==> config.mk <==
export PLATFORM = sky130hd
export DESIGN_NAME = turf_ctrl_top
export DESIGN_NICKNAME = d
export VERILOG_FILES = /design/src/turf_bridge_pkg.sv /design/src/turf_regmap_pkg.sv /design/src/turf_ctrl_top.sv /design/src/turf_id_regs.sv /design/src/crate_bridge_fsm.sv /design/src/crate_stream_path.sv /design/src/bridge_timer.sv
export SDC_FILE = /design/constraint.sdc
export NUM_CORES = 1
export LEC_CHECK = 0
export BUFFER_PORTS_ARGS = -buffer_cell sky130_fd_sc_hd__buf_2
export CAP_MARGIN = 20
export CELL_PAD_IN_SITES_DETAIL_PLACEMENT = 1
export CELL_PAD_IN_SITES_GLOBAL_PLACEMENT = 2
export CORE_ASPECT_RATIO = 1.25
export CORE_MARGIN = 10
export CORE_UTILIZATION = 35
export CTS_CLUSTER_SIZE = 24
export DETAILED_ROUTE_END_ITERATION = 10
export GPL_TIMING_DRIVEN = 1
export PLACE_DENSITY_LB_ADDON = 0.1
export SLEW_MARGIN = 0
export SYNTH_ARGS = -nofsm -noshare
export SYNTH_HDL_FRONTEND = slang
export SYNTH_SLANG_ARGS = --single-unit
==> constraint.sdc <==
create_clock -name ps_clk -period 4.8 [get_ports ps_clk]
set_input_delay 0.24 -clock ps_clk [delete_from_list [all_inputs] [get_ports ps_clk]]
set_output_delay 0.24 -clock ps_clk [all_outputs]
set_load 0.01 [all_outputs]
==> src/turf_bridge_pkg.sv <==
package turf_bridge_pkg;

    localparam int NUM_LINKS = 4;
    localparam int LINK_W = 2;

    // Per-link bridge type field
    localparam logic [1:0] BRIDGE_NONE = 2'd0;
    localparam logic [1:0] BRIDGE_AURORA = 2'd1;

    // Address space behind one TURFIO link
    localparam int CRATE_ADDR_W = 25;

    //////////////////////////////////////////////////
    // Crate stream word
    //////////////////////////////////////////////////

    // First beat of a command is a header, later beats are plain data
    typedef union packed {
        struct packed {
            logic is_write;
            logic [5:0] rsvd;
            logic [CRATE_ADDR_W-1:0] addr;
        } hdr;
        logic [31:0] raw;
    } crate_word_u;

endpackage

==> src/turf_regmap_pkg.sv <==
package turf_regmap_pkg;

    //////////////////////////////////////////////////
    // APB window
    //////////////////////////////////////////////////

    localparam int APB_ADDR_W = 28;
    localparam int APB_DATA_W = 32;

    // Bit 27 set means the access goes out over a crate link
    localparam int CRATE_SEL_BIT = 27;
    // Link index sits at 26:25 inside the crate window
    localparam int LINK_SEL_LO = 25;

    //////////////////////////////////////////////////
    // Local registers
    //////////////////////////////////////////////////

    localparam logic [CRATE_SEL_BIT-1:0] REG_IDENT = 27'h0;
    localparam logic [CRATE_SEL_BIT-1:0] REG_DATEVER = 27'h4;
    localparam logic [CRATE_SEL_BIT-1:0] REG_BRIDGE_TYPE = 27'h8;
    localparam logic [CRATE_SEL_BIT-1:0] REG_STATUS = 27'hC;

    localparam logic [APB_DATA_W-1:0] IDENT_WORD = "TURF";

    // Status word layout, one nibble per field
    localparam int STAT_TIMEOUT_LO = 0;
    localparam int STAT_INVALID_LO = 4;
    localparam int STAT_UP_LO = 8;

endpackage
==> src/turf_ctrl_top.sv <==
`timescale 1ns/1ps

module turf_ctrl_top #(
    parameter int TIMEOUT_CYCLES = 64,
    parameter logic [3:0] VER_MAJOR = 4'd0,
    parameter logic [3:0] VER_MINOR = 4'd6,
    parameter logic [7:0] VER_REV = 8'd5,
    parameter logic [15:0] FIRMWARE_DATE = 16'h0000
) (
    input  logic        ps_clk,
    input  logic        reset_i,
    input  logic [turf_regmap_pkg::APB_ADDR_W-1:0] paddr_i,
    input  logic        psel_i,
    input  logic        penable_i,
    input  logic        pwrite_i,
    input  logic [turf_regmap_pkg::APB_DATA_W-1:0] pwdata_i,
    output logic [turf_regmap_pkg::APB_DATA_W-1:0] prdata_o,
    output logic        pready_o,
    output logic        pslverr_o,
    input  logic [3:0]  aurora_up_i,
    output logic [31:0] cmd_tdata_o,
    output logic [1:0]  cmd_tdest_o,
    output logic        cmd_tlast_o,
    output logic        cmd_tvalid_o,
    input  logic        cmd_tready_i,
    input  logic [31:0] resp_tdata_i,
    input  logic [1:0]  resp_tuser_i,
    input  logic        resp_tvalid_i,
    output logic        resp_tready_o
);

    logic [7:0]  bridge_type;
    logic        crate_req;
    logic        crate_write;
    logic [26:0] crate_addr;
    logic [31:0] crate_wdata;
    logic        crate_done;
    logic        crate_err;
    logic [31:0] crate_rdata;
    logic [3:0]  link_timeout;
    logic [3:0]  link_invalid;

    // Bridge sequencing
    logic load;
    logic send;
    logic resp_wait;
    logic sent;
    logic resp_hit;
    logic expired;

    turf_id_regs #(
        .VER_MAJOR(VER_MAJOR),
        .VER_MINOR(VER_MINOR),
        .VER_REV(VER_REV),
        .FIRMWARE_DATE(FIRMWARE_DATE)
    ) u_id_regs (
        .ps_clk(ps_clk),
        .reset_i(reset_i),
        .paddr_i(paddr_i),
        .psel_i(psel_i),
        .penable_i(penable_i),
        .pwrite_i(pwrite_i),
        .pwdata_i(pwdata_i),
        .prdata_o(prdata_o),
        .pready_o(pready_o),
        .pslverr_o(pslverr_o),
        .aurora_up_i(aurora_up_i),
        .bridge_type_o(bridge_type),
        .crate_req_o(crate_req),
        .crate_write_o(crate_write),
        .crate_addr_o(crate_addr),
        .crate_wdata_o(crate_wdata),
        .crate_done_i(crate_done),
        .crate_err_i(crate_err),
        .crate_rdata_i(crate_rdata),
        .link_timeout_i(link_timeout),
        .link_invalid_i(link_invalid)
    );

    crate_bridge_fsm u_bridge_fsm (
        .ps_clk(ps_clk),
        .reset_i(reset_i),
        .crate_req_i(crate_req),
        .crate_write_i(crate_write),
        .crate_addr_i(crate_addr),
        .bridge_type_i(bridge_type),
        .aurora_up_i(aurora_up_i),
        .crate_done_o(crate_done),
        .crate_err_o(crate_err),
        .link_timeout_o(link_timeout),
        .link_invalid_o(link_invalid),
        .load_o(load),
        .send_o(send),
        .wait_o(resp_wait),
        .sent_i(sent),
        .resp_hit_i(resp_hit),
        .expired_i(expired)
    );

    bridge_timer #(.TIMEOUT_CYCLES(TIMEOUT_CYCLES)) u_timer (
        .ps_clk(ps_clk),
        .reset_i(reset_i),
        .run_i(resp_wait),
        .expired_o(expired)
    );

    crate_stream_path u_stream (
        .ps_clk(ps_clk),
        .reset_i(reset_i),
        .load_i(load),
        .send_i(send),
        .wait_i(resp_wait),
        .write_i(crate_write),
        .addr_i(crate_addr),
        .wdata_i(crate_wdata),
        .cmd_tdata_o(cmd_tdata_o),
        .cmd_tdest_o(cmd_tdest_o),
        .cmd_tlast_o(cmd_tlast_o),
        .cmd_tvalid_o(cmd_tvalid_o),
        .cmd_tready_i(cmd_tready_i),
        .resp_tdata_i(resp_tdata_i),
        .resp_tuser_i(resp_tuser_i),
        .resp_tvalid_i(resp_tvalid_i),
        .resp_tready_o(resp_tready_o),
        .sent_o(sent),
        .resp_hit_o(resp_hit),
        .rdata_o(crate_rdata)
    );

endmodule

==> src/turf_id_regs.sv <==
`timescale 1ns/1ps

module turf_id_regs #(
    parameter logic [3:0] VER_MAJOR = 4'd0,
    parameter logic [3:0] VER_MINOR = 4'd6,
    parameter logic [7:0] VER_REV = 8'd5,
    parameter logic [15:0] FIRMWARE_DATE = 16'h0000
) (
    input  logic        ps_clk,
    input  logic        reset_i,
    input  logic [turf_regmap_pkg::APB_ADDR_W-1:0] paddr_i,
    input  logic        psel_i,
    input  logic        penable_i,
    input  logic        pwrite_i,
    input  logic [turf_regmap_pkg::APB_DATA_W-1:0] pwdata_i,
    output logic [turf_regmap_pkg::APB_DATA_W-1:0] prdata_o,
    output logic        pready_o,
    output logic        pslverr_o,
    input  logic [3:0]  aurora_up_i,
    output logic [7:0]  bridge_type_o,
    output logic        crate_req_o,
    output logic        crate_write_o,
    output logic [26:0] crate_addr_o,
    output logic [31:0] crate_wdata_o,
    input  logic        crate_done_i,
    input  logic        crate_err_i,
    input  logic [31:0] crate_rdata_i,
    input  logic [3:0]  link_timeout_i,
    input  logic [3:0]  link_invalid_i
);

    localparam logic [31:0] DATEVER_WORD =
        {1'b0, FIRMWARE_DATE[14:0], VER_MAJOR, VER_MINOR, VER_REV};

    logic        is_crate;
    logic [26:0] offset;
    logic        local_wr;
    logic [7:0]  bridge_type_q;
    logic [3:0]  timeout_q;
    logic [3:0]  invalid_q;
    logic [31:0] status_w;
    logic [31:0] rdata;

    assign is_crate = paddr_i[turf_regmap_pkg::CRATE_SEL_BIT];
    assign offset = paddr_i[turf_regmap_pkg::CRATE_SEL_BIT-1:0];
    assign local_wr = psel_i && penable_i && pwrite_i && !is_crate;

    // Crate request fires in the APB setup phase
    assign crate_req_o = psel_i && !penable_i && is_crate;
    assign crate_write_o = pwrite_i;
    assign crate_addr_o = offset;
    assign crate_wdata_o = pwdata_i;

    always_ff @(posedge ps_clk) begin
        if (reset_i) begin
            bridge_type_q <= '0;
            timeout_q <= '0;
            invalid_q <= '0;
        end else begin
            if (local_wr && offset == turf_regmap_pkg::REG_BRIDGE_TYPE) begin
                bridge_type_q <= pwdata_i[7:0];
            end
            // New events win over a write-one-to-clear in the same cycle
            if (local_wr && offset == turf_regmap_pkg::REG_STATUS) begin
                timeout_q <= (timeout_q & ~pwdata_i[turf_regmap_pkg::STAT_TIMEOUT_LO +: 4])
                             | link_timeout_i;
                invalid_q <= (invalid_q & ~pwdata_i[turf_regmap_pkg::STAT_INVALID_LO +: 4])
                             | link_invalid_i;
            end else begin
                timeout_q <= timeout_q | link_timeout_i;
                invalid_q <= invalid_q | link_invalid_i;
            end
        end
    end

    assign bridge_type_o = bridge_type_q;

    always_comb begin
        status_w = '0;
        status_w[turf_regmap_pkg::STAT_TIMEOUT_LO +: 4] = timeout_q;
        status_w[turf_regmap_pkg::STAT_INVALID_LO +: 4] = invalid_q;
        status_w[turf_regmap_pkg::STAT_UP_LO +: 4] = aurora_up_i;
    end

    //////////////////////////////////////////////////
    // Read mux and APB response
    //////////////////////////////////////////////////

    always_comb begin
        rdata = '0;
        if (is_crate) begin
            rdata = crate_err_i ? '0 : crate_rdata_i;
        end else begin
            case (offset)
                turf_regmap_pkg::REG_IDENT:       rdata = turf_regmap_pkg::IDENT_WORD;
                turf_regmap_pkg::REG_DATEVER:     rdata = DATEVER_WORD;
                turf_regmap_pkg::REG_BRIDGE_TYPE: rdata = {24'h0, bridge_type_q};
                turf_regmap_pkg::REG_STATUS:      rdata = status_w;
                default:                          rdata = '0;
            endcase
        end
    end

    assign prdata_o = rdata;
    // Local space is zero-wait while crate space waits on the bridge
    assign pready_o = psel_i && penable_i && (!is_crate || crate_done_i);
    assign pslverr_o = psel_i && penable_i && is_crate && crate_done_i && crate_err_i;

    // Bridge may only finish while the master waits in a crate access
    a_done_in_access: assert property (@(posedge ps_clk) disable iff (reset_i)
        crate_done_i |-> psel_i && penable_i && is_crate);

endmodule

==> src/crate_bridge_fsm.sv <==
`timescale 1ns/1ps

module crate_bridge_fsm (
    input  logic        ps_clk,
    input  logic        reset_i,
    input  logic        crate_req_i,
    input  logic        crate_write_i,
    input  logic [26:0] crate_addr_i,
    input  logic [7:0]  bridge_type_i,
    input  logic [3:0]  aurora_up_i,
    output logic        crate_done_o,
    output logic        crate_err_o,
    output logic [3:0]  link_timeout_o,
    output logic [3:0]  link_invalid_o,
    output logic        load_o,
    output logic        send_o,
    output logic        wait_o,
    input  logic        sent_i,
    input  logic        resp_hit_i,
    input  logic        expired_i
);

    localparam logic [2:0] S_IDLE = 3'd0;
    localparam logic [2:0] S_CHECK = 3'd1;
    localparam logic [2:0] S_SEND = 3'd2;
    localparam logic [2:0] S_WAIT = 3'd3;
    localparam logic [2:0] S_FINISH = 3'd4;

    logic [2:0] state_q;
    logic       err_q;
    logic [turf_bridge_pkg::LINK_W-1:0] link_q;
    logic [1:0] link_type;
    logic       link_ok;
    logic [turf_bridge_pkg::NUM_LINKS-1:0] link_sel;

    // Link index is latched with the request
    always_ff @(posedge ps_clk) begin
        if (crate_req_i && state_q == S_IDLE) begin
            link_q <= crate_addr_i[turf_regmap_pkg::LINK_SEL_LO +: turf_bridge_pkg::LINK_W];
        end
    end

    assign link_type = bridge_type_i[{link_q, 1'b0} +: 2];
    assign link_sel = turf_bridge_pkg::NUM_LINKS'(1) << link_q;

    always_comb begin
        case (link_type)
            turf_bridge_pkg::BRIDGE_NONE:   link_ok = 1'b0;
            turf_bridge_pkg::BRIDGE_AURORA: link_ok = aurora_up_i[link_q];
            // Types 2 and 3 have no bridge behind them
            default:                        link_ok = 1'b0;
        endcase
    end

    always_ff @(posedge ps_clk) begin
        if (reset_i) begin
            state_q <= S_IDLE;
            err_q <= 1'b0;
        end else begin
            case (state_q)
                S_IDLE: if (crate_req_i) state_q <= S_CHECK;
                S_CHECK: begin
                    err_q <= !link_ok;
                    state_q <= link_ok ? S_SEND : S_FINISH;
                end
                S_SEND: if (sent_i) state_q <= S_WAIT;
                S_WAIT: begin
                    if (resp_hit_i || expired_i) begin
                        err_q <= !resp_hit_i;
                        state_q <= S_FINISH;
                    end
                end
                default: state_q <= S_IDLE;
            endcase
        end
    end

    assign load_o = (state_q == S_CHECK) && link_ok;
    assign send_o = (state_q == S_SEND);
    assign wait_o = (state_q == S_WAIT);
    assign crate_done_o = (state_q == S_FINISH);
    assign crate_err_o = err_q;

    assign link_invalid_o = (state_q == S_CHECK && !link_ok) ? link_sel : '0;
    assign link_timeout_o = (wait_o && !resp_hit_i && expired_i) ? link_sel : '0;

    // No command beat may still go out once the access has finished
    a_done_not_send: assert property (@(posedge ps_clk) disable iff (reset_i)
        !(crate_done_o && sent_i));

    // APB holds the request fields until the bridge finishes
    a_req_stable: assert property (@(posedge ps_clk) disable iff (reset_i)
        (state_q != S_IDLE) |-> $stable({crate_write_i, crate_addr_i}));

endmodule

==> src/crate_stream_path.sv <==
`timescale 1ns/1ps

module crate_stream_path (
    input  logic        ps_clk,
    input  logic        reset_i,
    input  logic        load_i,
    input  logic        send_i,
    input  logic        wait_i,
    input  logic        write_i,
    input  logic [26:0] addr_i,
    input  logic [31:0] wdata_i,
    output logic [31:0] cmd_tdata_o,
    output logic [1:0]  cmd_tdest_o,
    output logic        cmd_tlast_o,
    output logic        cmd_tvalid_o,
    input  logic        cmd_tready_i,
    input  logic [31:0] resp_tdata_i,
    input  logic [1:0]  resp_tuser_i,
    input  logic        resp_tvalid_i,
    output logic        resp_tready_o,
    output logic        sent_o,
    output logic        resp_hit_o,
    output logic [31:0] rdata_o
);

    turf_bridge_pkg::crate_word_u hdr_w;

    logic        tvalid_q;
    logic        data_pend_q;
    logic [31:0] wdata_q;
    logic        beat_fire;

    always_comb begin
        hdr_w.hdr.is_write = write_i;
        hdr_w.hdr.rsvd = '0;
        hdr_w.hdr.addr = addr_i[turf_bridge_pkg::CRATE_ADDR_W-1:0];
    end

    assign cmd_tvalid_o = tvalid_q && send_i;
    assign beat_fire = cmd_tvalid_o && cmd_tready_i;
    assign sent_o = beat_fire && cmd_tlast_o;

    always_ff @(posedge ps_clk) begin
        if (reset_i) begin
            tvalid_q <= 1'b0;
            data_pend_q <= 1'b0;
        end else if (load_i) begin
            tvalid_q <= 1'b1;
            data_pend_q <= write_i;
        end else if (beat_fire) begin
            // Header of a write is followed by its data beat
            data_pend_q <= 1'b0;
            tvalid_q <= data_pend_q;
        end
    end

    always_ff @(posedge ps_clk) begin
        if (load_i) begin
            cmd_tdata_o <= hdr_w.raw;
            cmd_tdest_o <= addr_i[turf_bridge_pkg::CRATE_ADDR_W +: turf_bridge_pkg::LINK_W];
            cmd_tlast_o <= !write_i;
            wdata_q <= wdata_i;
        end else if (beat_fire && data_pend_q) begin
            cmd_tdata_o <= wdata_q;
            cmd_tlast_o <= 1'b1;
        end
    end

    //////////////////////////////////////////////////
    // Response side
    //////////////////////////////////////////////////

    // Beats for other links are taken and dropped
    assign resp_tready_o = wait_i;
    assign resp_hit_o = wait_i && resp_tvalid_i && (resp_tuser_i == cmd_tdest_o);

    always_ff @(posedge ps_clk) begin
        if (resp_hit_o) begin
            rdata_o <= resp_tdata_i;
        end
    end

    a_cmd_hold: assert property (@(posedge ps_clk) disable iff (reset_i)
        cmd_tvalid_o && !cmd_tready_i |=>
            cmd_tvalid_o && $stable(cmd_tdata_o) && $stable(cmd_tdest_o));

endmodule

==> src/bridge_timer.sv <==
`timescale 1ns/1ps

module bridge_timer #(
    parameter int TIMEOUT_CYCLES = 64
) (
    input  logic ps_clk,
    input  logic reset_i,
    input  logic run_i,
    output logic expired_o
);

    localparam int CNT_W = $clog2(TIMEOUT_CYCLES + 1);

    logic [CNT_W-1:0] count_q;

    // Counts response wait cycles, restarts whenever run drops
    always_ff @(posedge ps_clk) begin
        if (reset_i || !run_i) begin
            count_q <= '0;
            expired_o <= 1'b0;
        end else if (!expired_o) begin
            count_q <= count_q + 1'b1;
            if (count_q == CNT_W'(TIMEOUT_CYCLES - 1)) begin
                expired_o <= 1'b1;
            end
        end
    end

endmodule

# Word-level counts from Yosys, hierarchy flattened
# Cells that the tools add are included.
# word_totals
register_bits	131
in_bits	105
output_inout_bits	71
elab_cells	106
# classes
addsub	1
n_lt_le_gt_ge	1
eq_ne	13
n_shift	2
muxes	27
bitwise	8
n_reduce_logical	38
# op_table
operator	n
2-to-1 mux 32 bit	4
case mux 31 bit (4 select lines)	1
== test 27 x 4 -> 1 bit (second input constant)	2
== test 27 x 3 -> 1 bit (second input constant)	1
zero test 27 bit	1
logical AND 1 bit	22
2-to-1 mux 4 bit	4
OR 4 bit	4
2-to-1 mux 3 bit	4
case mux 3 bit (4 select lines)	1
2-to-1 mux 1 bit	11
bitwise AND 4 bit	2
inverter 4 bit	2
indexed part select 8 x 4 -> 2 bit	1
adder 7 x 1 -> 7 bit (second input constant)	1
== test 7 x 6 -> 1 bit (second input constant)	1
== test 3 x 2 -> 1 bit (second input constant)	2
zero test 1 bit	6
nonzero test 2 bit	3
!= test 2 bit (second input constant)	2
<< shifter 1 x 2 -> 4 bit (first input constant)	1
== test 3 x 1 -> 1 bit (second input constant)	1
== test 3 bit (second input constant)	1
zero test 3 bit	1
9 further kinds	11

# Depth between registers and ports, before layout
# depth
word_depth	9
ltp_mapped	7
depth_no_buf	5

# Cells and area by module
# A second synthesis with hierarchy kept.
# hier_totals
hier_cells	456
hier_area_um2	6013.3
# by_module_without_submodules
mod	n_inst	cells_per_inst	area_each_um2	seq_area_each_um2
crate_stream_path	1	161	3487.1	2952.8
turf_id_regs	1	209	1714.1	320.3
crate_bridge_fsm	1	51	460.4	140.1
bridge_timer	1	35	351.6	160.2

# Worst setup path before layout
# No wires, ideal clock.
# synth_path
path_type	register -> register
start	reg u_stream.cmd_tdest_o[0]
end	reg u_stream.rdata_o[0], enable pin
setup_time_ns	0.426
arrival_time_ns	2.196
t_required_ns	4.374
slack_ns	2.178
stages_incl_launch_ff	4
n_path_buf	0
synth_period_minus_slack_ns	2.622
path_cell_list	edfxtp_1 xnor2_1 nand3_1 nor2_1
# synth_via
elab_chain_cells	2
# synth_rtl
element	line_no	text
start, declared	crate_stream_path.sv:13	output logic [1:0] cmd_tdest_o,
start signal, assigned	crate_stream_path.sv:60	cmd_tdest_o <= addr_i[turf_bridge_pkg::CRATE_ADDR_W +: turf_bridge_pkg::LINK_W];
== test 2 bit	crate_stream_path.sv:75	assign resp_hit_o = wait_i && resp_tvalid_i && (resp_tuser_i == cmd_tdest_o);
logical AND 1 bit	crate_stream_path.sv:75	
net resp_hit	turf_ctrl_top.sv:48	logic resp_hit;
end signal, assigned	crate_stream_path.sv:79	rdata_o <= resp_tdata_i;
end, declared	crate_stream_path.sv:23	output logic [31:0] rdata_o
# The timed path passes the listed nets, and every way through them passes these cells.
# A chain may end at the register's enable or synchronous reset.

# Worst setup path in the final report
# layout_path
start	reg u_bridge_fsm.link_q[0] in the netlist's numbering
end	reg u_stream.cmd_tdata_o[18] (data pin)
# layout_via
elab_chain_cells	5
word_cells_on_any_way	7
cone_classes	eq/ne: 1; shift: 1; mux: 4; reduce/logical: 1
# layout_rtl
element	line_no	text
start, declared	crate_bridge_fsm.sv:31	logic [turf_bridge_pkg::LINK_W-1:0] link_q;
start signal, assigned	crate_bridge_fsm.sv:39	link_q <= crate_addr_i[turf_regmap_pkg::LINK_SEL_LO +: turf_bridge_pkg::LINK_W];
indexed part select 8 x 4 -> 2 bit / binary-select mux 1 bit (select 2 bit) (equally long branches)	crate_bridge_fsm.sv:43, crate_bridge_fsm.sv:49	
== test 2 x 1 -> 1 bit / 2-to-1 mux 1 bit (equally long branches)	crate_bridge_fsm.sv:47, crate_bridge_fsm.sv:49	
2-to-1 mux 1 bit *	crate_bridge_fsm.sv:47	case (link_type)
logical AND 1 bit *	crate_bridge_fsm.sv:78	assign load_o = (state_q == S_CHECK) && link_ok;
2-to-1 mux 32 bit *	crate_stream_path.sv:58	if (load_i) begin
end signal, assigned	crate_stream_path.sv:59	cmd_tdata_o <= hdr_w.raw;
end signal, assigned	crate_stream_path.sv:64	cmd_tdata_o <= wdata_q;
end, declared	crate_stream_path.sv:12	output logic [31:0] cmd_tdata_o,
# Every way passes the cells marked *; elsewhere a longest branch is shown, timed or not. The select of a mux whose other input is x is not followed.

==> results_dict.tcl <==
set metrics [dict create \
    cts_tree "built" \
    drive_above_1_share_pct 34.1 \
    dp_slack_ps 2160 \
    crit_arrival_ps 2940 \
    timing.final.ws_setup_ps 2140 \
    die-height_um 160 \
    switching_share_pct 20.9 \
    place_area_mm2 0.00651 \
    synth_fp_nets 529 \
    grt_pass1_vias 4824 \
    htree_levels 4 \
    tightestPinTransition_ps 1020 \
    root_buffer "clkbuf_16" \
    syn-mean-instance-area_um2 12.9 \
    slew_viol_final 0 \
    crit_family "buffers and inverters" \
    yosysTopAreaCell "edfxtp_1" \
    cp.required_ps 5080 \
    clock_latency_ps 420 \
    via_per_inst 5.04 \
    hp-class "in -> reg" \
    drt-initial-drc-count 256 \
    ir_drop_v 0.000235 \
    path_buf_inv 2 \
    area_growth_pct 39.8 \
    cts_buffers 17 \
    die_width_um 132 \
    period_needed_ps 2660 \
    vias 4396 \
    drcViolationCount 0 \
    setup_violations 0 \
    cts.clk_slew.worst_paths_ps 60 \
    io_buffers 175 \
    pin_count 176 \
    p_sw_uw 551 \
    worstSetupEndpointType "register" \
    ys_seq_area_share_pct 65.5 \
    path_class "reg -> reg" \
    post_cts_buffers 0 \
    p_clk_share_pct 47.8 \
    timing.fmax_mhz 377 \
    core_area_mm2 0.0151 \
    power_density_mw_per_mm2 346 \
    first_pass_iters 4 \
    p_seq_share_pct 46.2 \
    post_cts_resized 0 \
    dp.cells 786 \
    fin_nets 756 \
    worstSetupStartpointType "register" \
    yosys_warnings 0 \
    clock_path_buffers 2 \
    initial_utilization_pct 36.0 \
    grt_pass1_wl_mm 26.9 \
    power_mw 2.63 \
    p_leak_nw 3.11 \
    finClkSkew_ps 5.24 \
    cts_sinks 131 \
    grt.total_usage_pct 16.3 \
    synth.area.top_cells "edfxtp_1 52%, dfxtp_1 13%, a22o_1 4.7%" \
    num_rows 50 \
    synthCells 423 \
    synth_top_area_share_pct 52.3 \
    final_common_cell "buf_2" \
    ant_nets 0 \
    crit_chain "and4bb_1 > or3_4 > nand3_2 > inv_2 > buf_4 > a22o_1" \
    grt_max_degree 46 \
    gp_congestion 0.829 \
    async_reset_ff_share_pct 0 \
    p_int_mw 2.08 \
    wl_mm 17.2 \
    rsz0062_at_grt "no" \
    synth_ff_type "edfxtp_1" \
    tns_ps 0 \
    n_fill_cell 1657 \
    slowest_stage "inv_2" \
    hold_ws_ps 22.9 \
    synth_seq_cells 131 \
    synthesis.area_mm2 0.00545 \
    synth_edf_count 95 \
    hold_violations 0 \
    final_cell_mix "175 x buf_2, 95 x edfxtp_1, 53 x dlygate4sd3_1, 39 x nand2_1, 36 x dfxtp_1" \
    timing.final.crit_share_pct 55.3 \
    antenna_found_initial 1 \
    wl_per_cell_um 19.7 \
    fin_cells 872 \
    max_stage_delay_ps 680 \
    relSlewSlack_pct 31.9 \
    grt-ovfl-total 0 \
    maxCapViolCount 0 \
    crit_path_max_fanout 45 \
    comb_power_share_pct 6.0 \
    outcome "finished, final reports clean" \
    final_util_pct 50.3 \
    die_area_mm2 0.0210 \
    stdcell_area_mm2 0.00762 \
    hpwlAfterDp_mm 12.5 \
    synthDistinctLibCells 48 \
]
## kinds of logic after synthesis
| group | after synthesis | synth area share, % |
|---|---|---|
| buf+inv | 37 | 3.28 |
| mux | 6 | 1.10 |
| simple gates | 150 | 16.7 |
| compound gates | 90 | 11.9 |
| xor+xnor | 8 | 1.29 |
| flops | 131 | 65.5 |
| fa+ha+maj | 1 | 0.229 |
## layer usage
layer / routed length [um] / vias up / GRT usage (%)
met3: 1190 / 19 / 5.67
met1: 7040 / 2165 / 18.3
li1: - / 2066 / -
met4: 281 / 0 / 6.18
met2: 8680 / 146 / 27.6
met5: 0 / - / 0
## sequential cells by signal, indices dropped and copies added (netlist names)
register	count
u_stream.rdata_o	32
u_timer.expired_o	1
u_stream.cmd_tlast_o	1
u_bridge_fsm.link_q	2
u_bridge_fsm.crate_err_o	1
u_id_regs.timeout_q	4
u_stream.tvalid_q	1
u_id_regs.invalid_q	4
u_id_regs.bridge_type_o	8
u_stream.data_pend_q	1
u_stream.wdata_q	32
u_stream.cmd_tdata_o	32
u_stream.cmd_tdest_o	2
u_timer.count_q	7
u_bridge_fsm.state_q	3
## cell type report
type	count	area, um2	share of cell area, %
Multi-Input combinational cell	255	1710	22.4
Tap cell	208	260	3.41
Inverter	13	48.8	0.640
Sequential cell	131	3570	46.9
Clock buffer	22	464	6.09
Timing Repair Buffer	232	1450	19.0
Clock inverter	10	110	1.44
Antenna cell	1	2.50	0.0328
## power by group through the flow
stage | logic (mW) | registers, mW | clock network, mW
2_1_floorplan | 0.0459 | 1.24 | 0
3_3_place_gp | 0.122 | 1.24 | 0
3_5_place_dp | 0.124 | 1.24 | 0
4_1_cts | 0.157 | 1.22 | 1.28
5_1_grt | 0.172 | 1.22 | 1.34
6_report | 0.157 | 1.22 | 1.26
## synth_stat cells (3+ instances only)
cell       n
a21o_1     9
a21oi_1   21
a22o_1    29
a31oi_1    4
a32o_1     3
and2_1    11
buf_2      8
buf_6      4
clkbuf_1  10
dfxtp_1   36
edfxtp_1  95
inv_1     12
mux2i_1    6
nand2_1   39
nand2b_1   9
nand3_1    9
nand4_1   14
nor2_1    20
nor2b_1    5
nor3_1    10
nor4_1     6
nor4_2     5
nor4_4     3
o21ai_0    9
o31ai_1    8
o32ai_1    4
xnor2_1    6
## worst paths after layout
kind,start,to,slack [ps],cells after the start
worst min-delay path,pwdata_i[18],u_stream.wdata_q[18],20,1
worst max-delay path,u_bridge_fsm.link_q[0],u_stream.cmd_tdata_o[18],2140,6
worst min register to register,u_stream.cmd_tdata_o[29],u_stream.cmd_tdata_o[29],460,2
worst max register to register,u_bridge_fsm.link_q[0],u_stream.cmd_tdata_o[18],2140,6
## timing repair
action                                 CTS  global route
setup endpoints to repair                0             0
endpoints found under the hold margin   50             3
hold buffers                            50             3
Note: power is estimated with default switching activity, not from simulation.
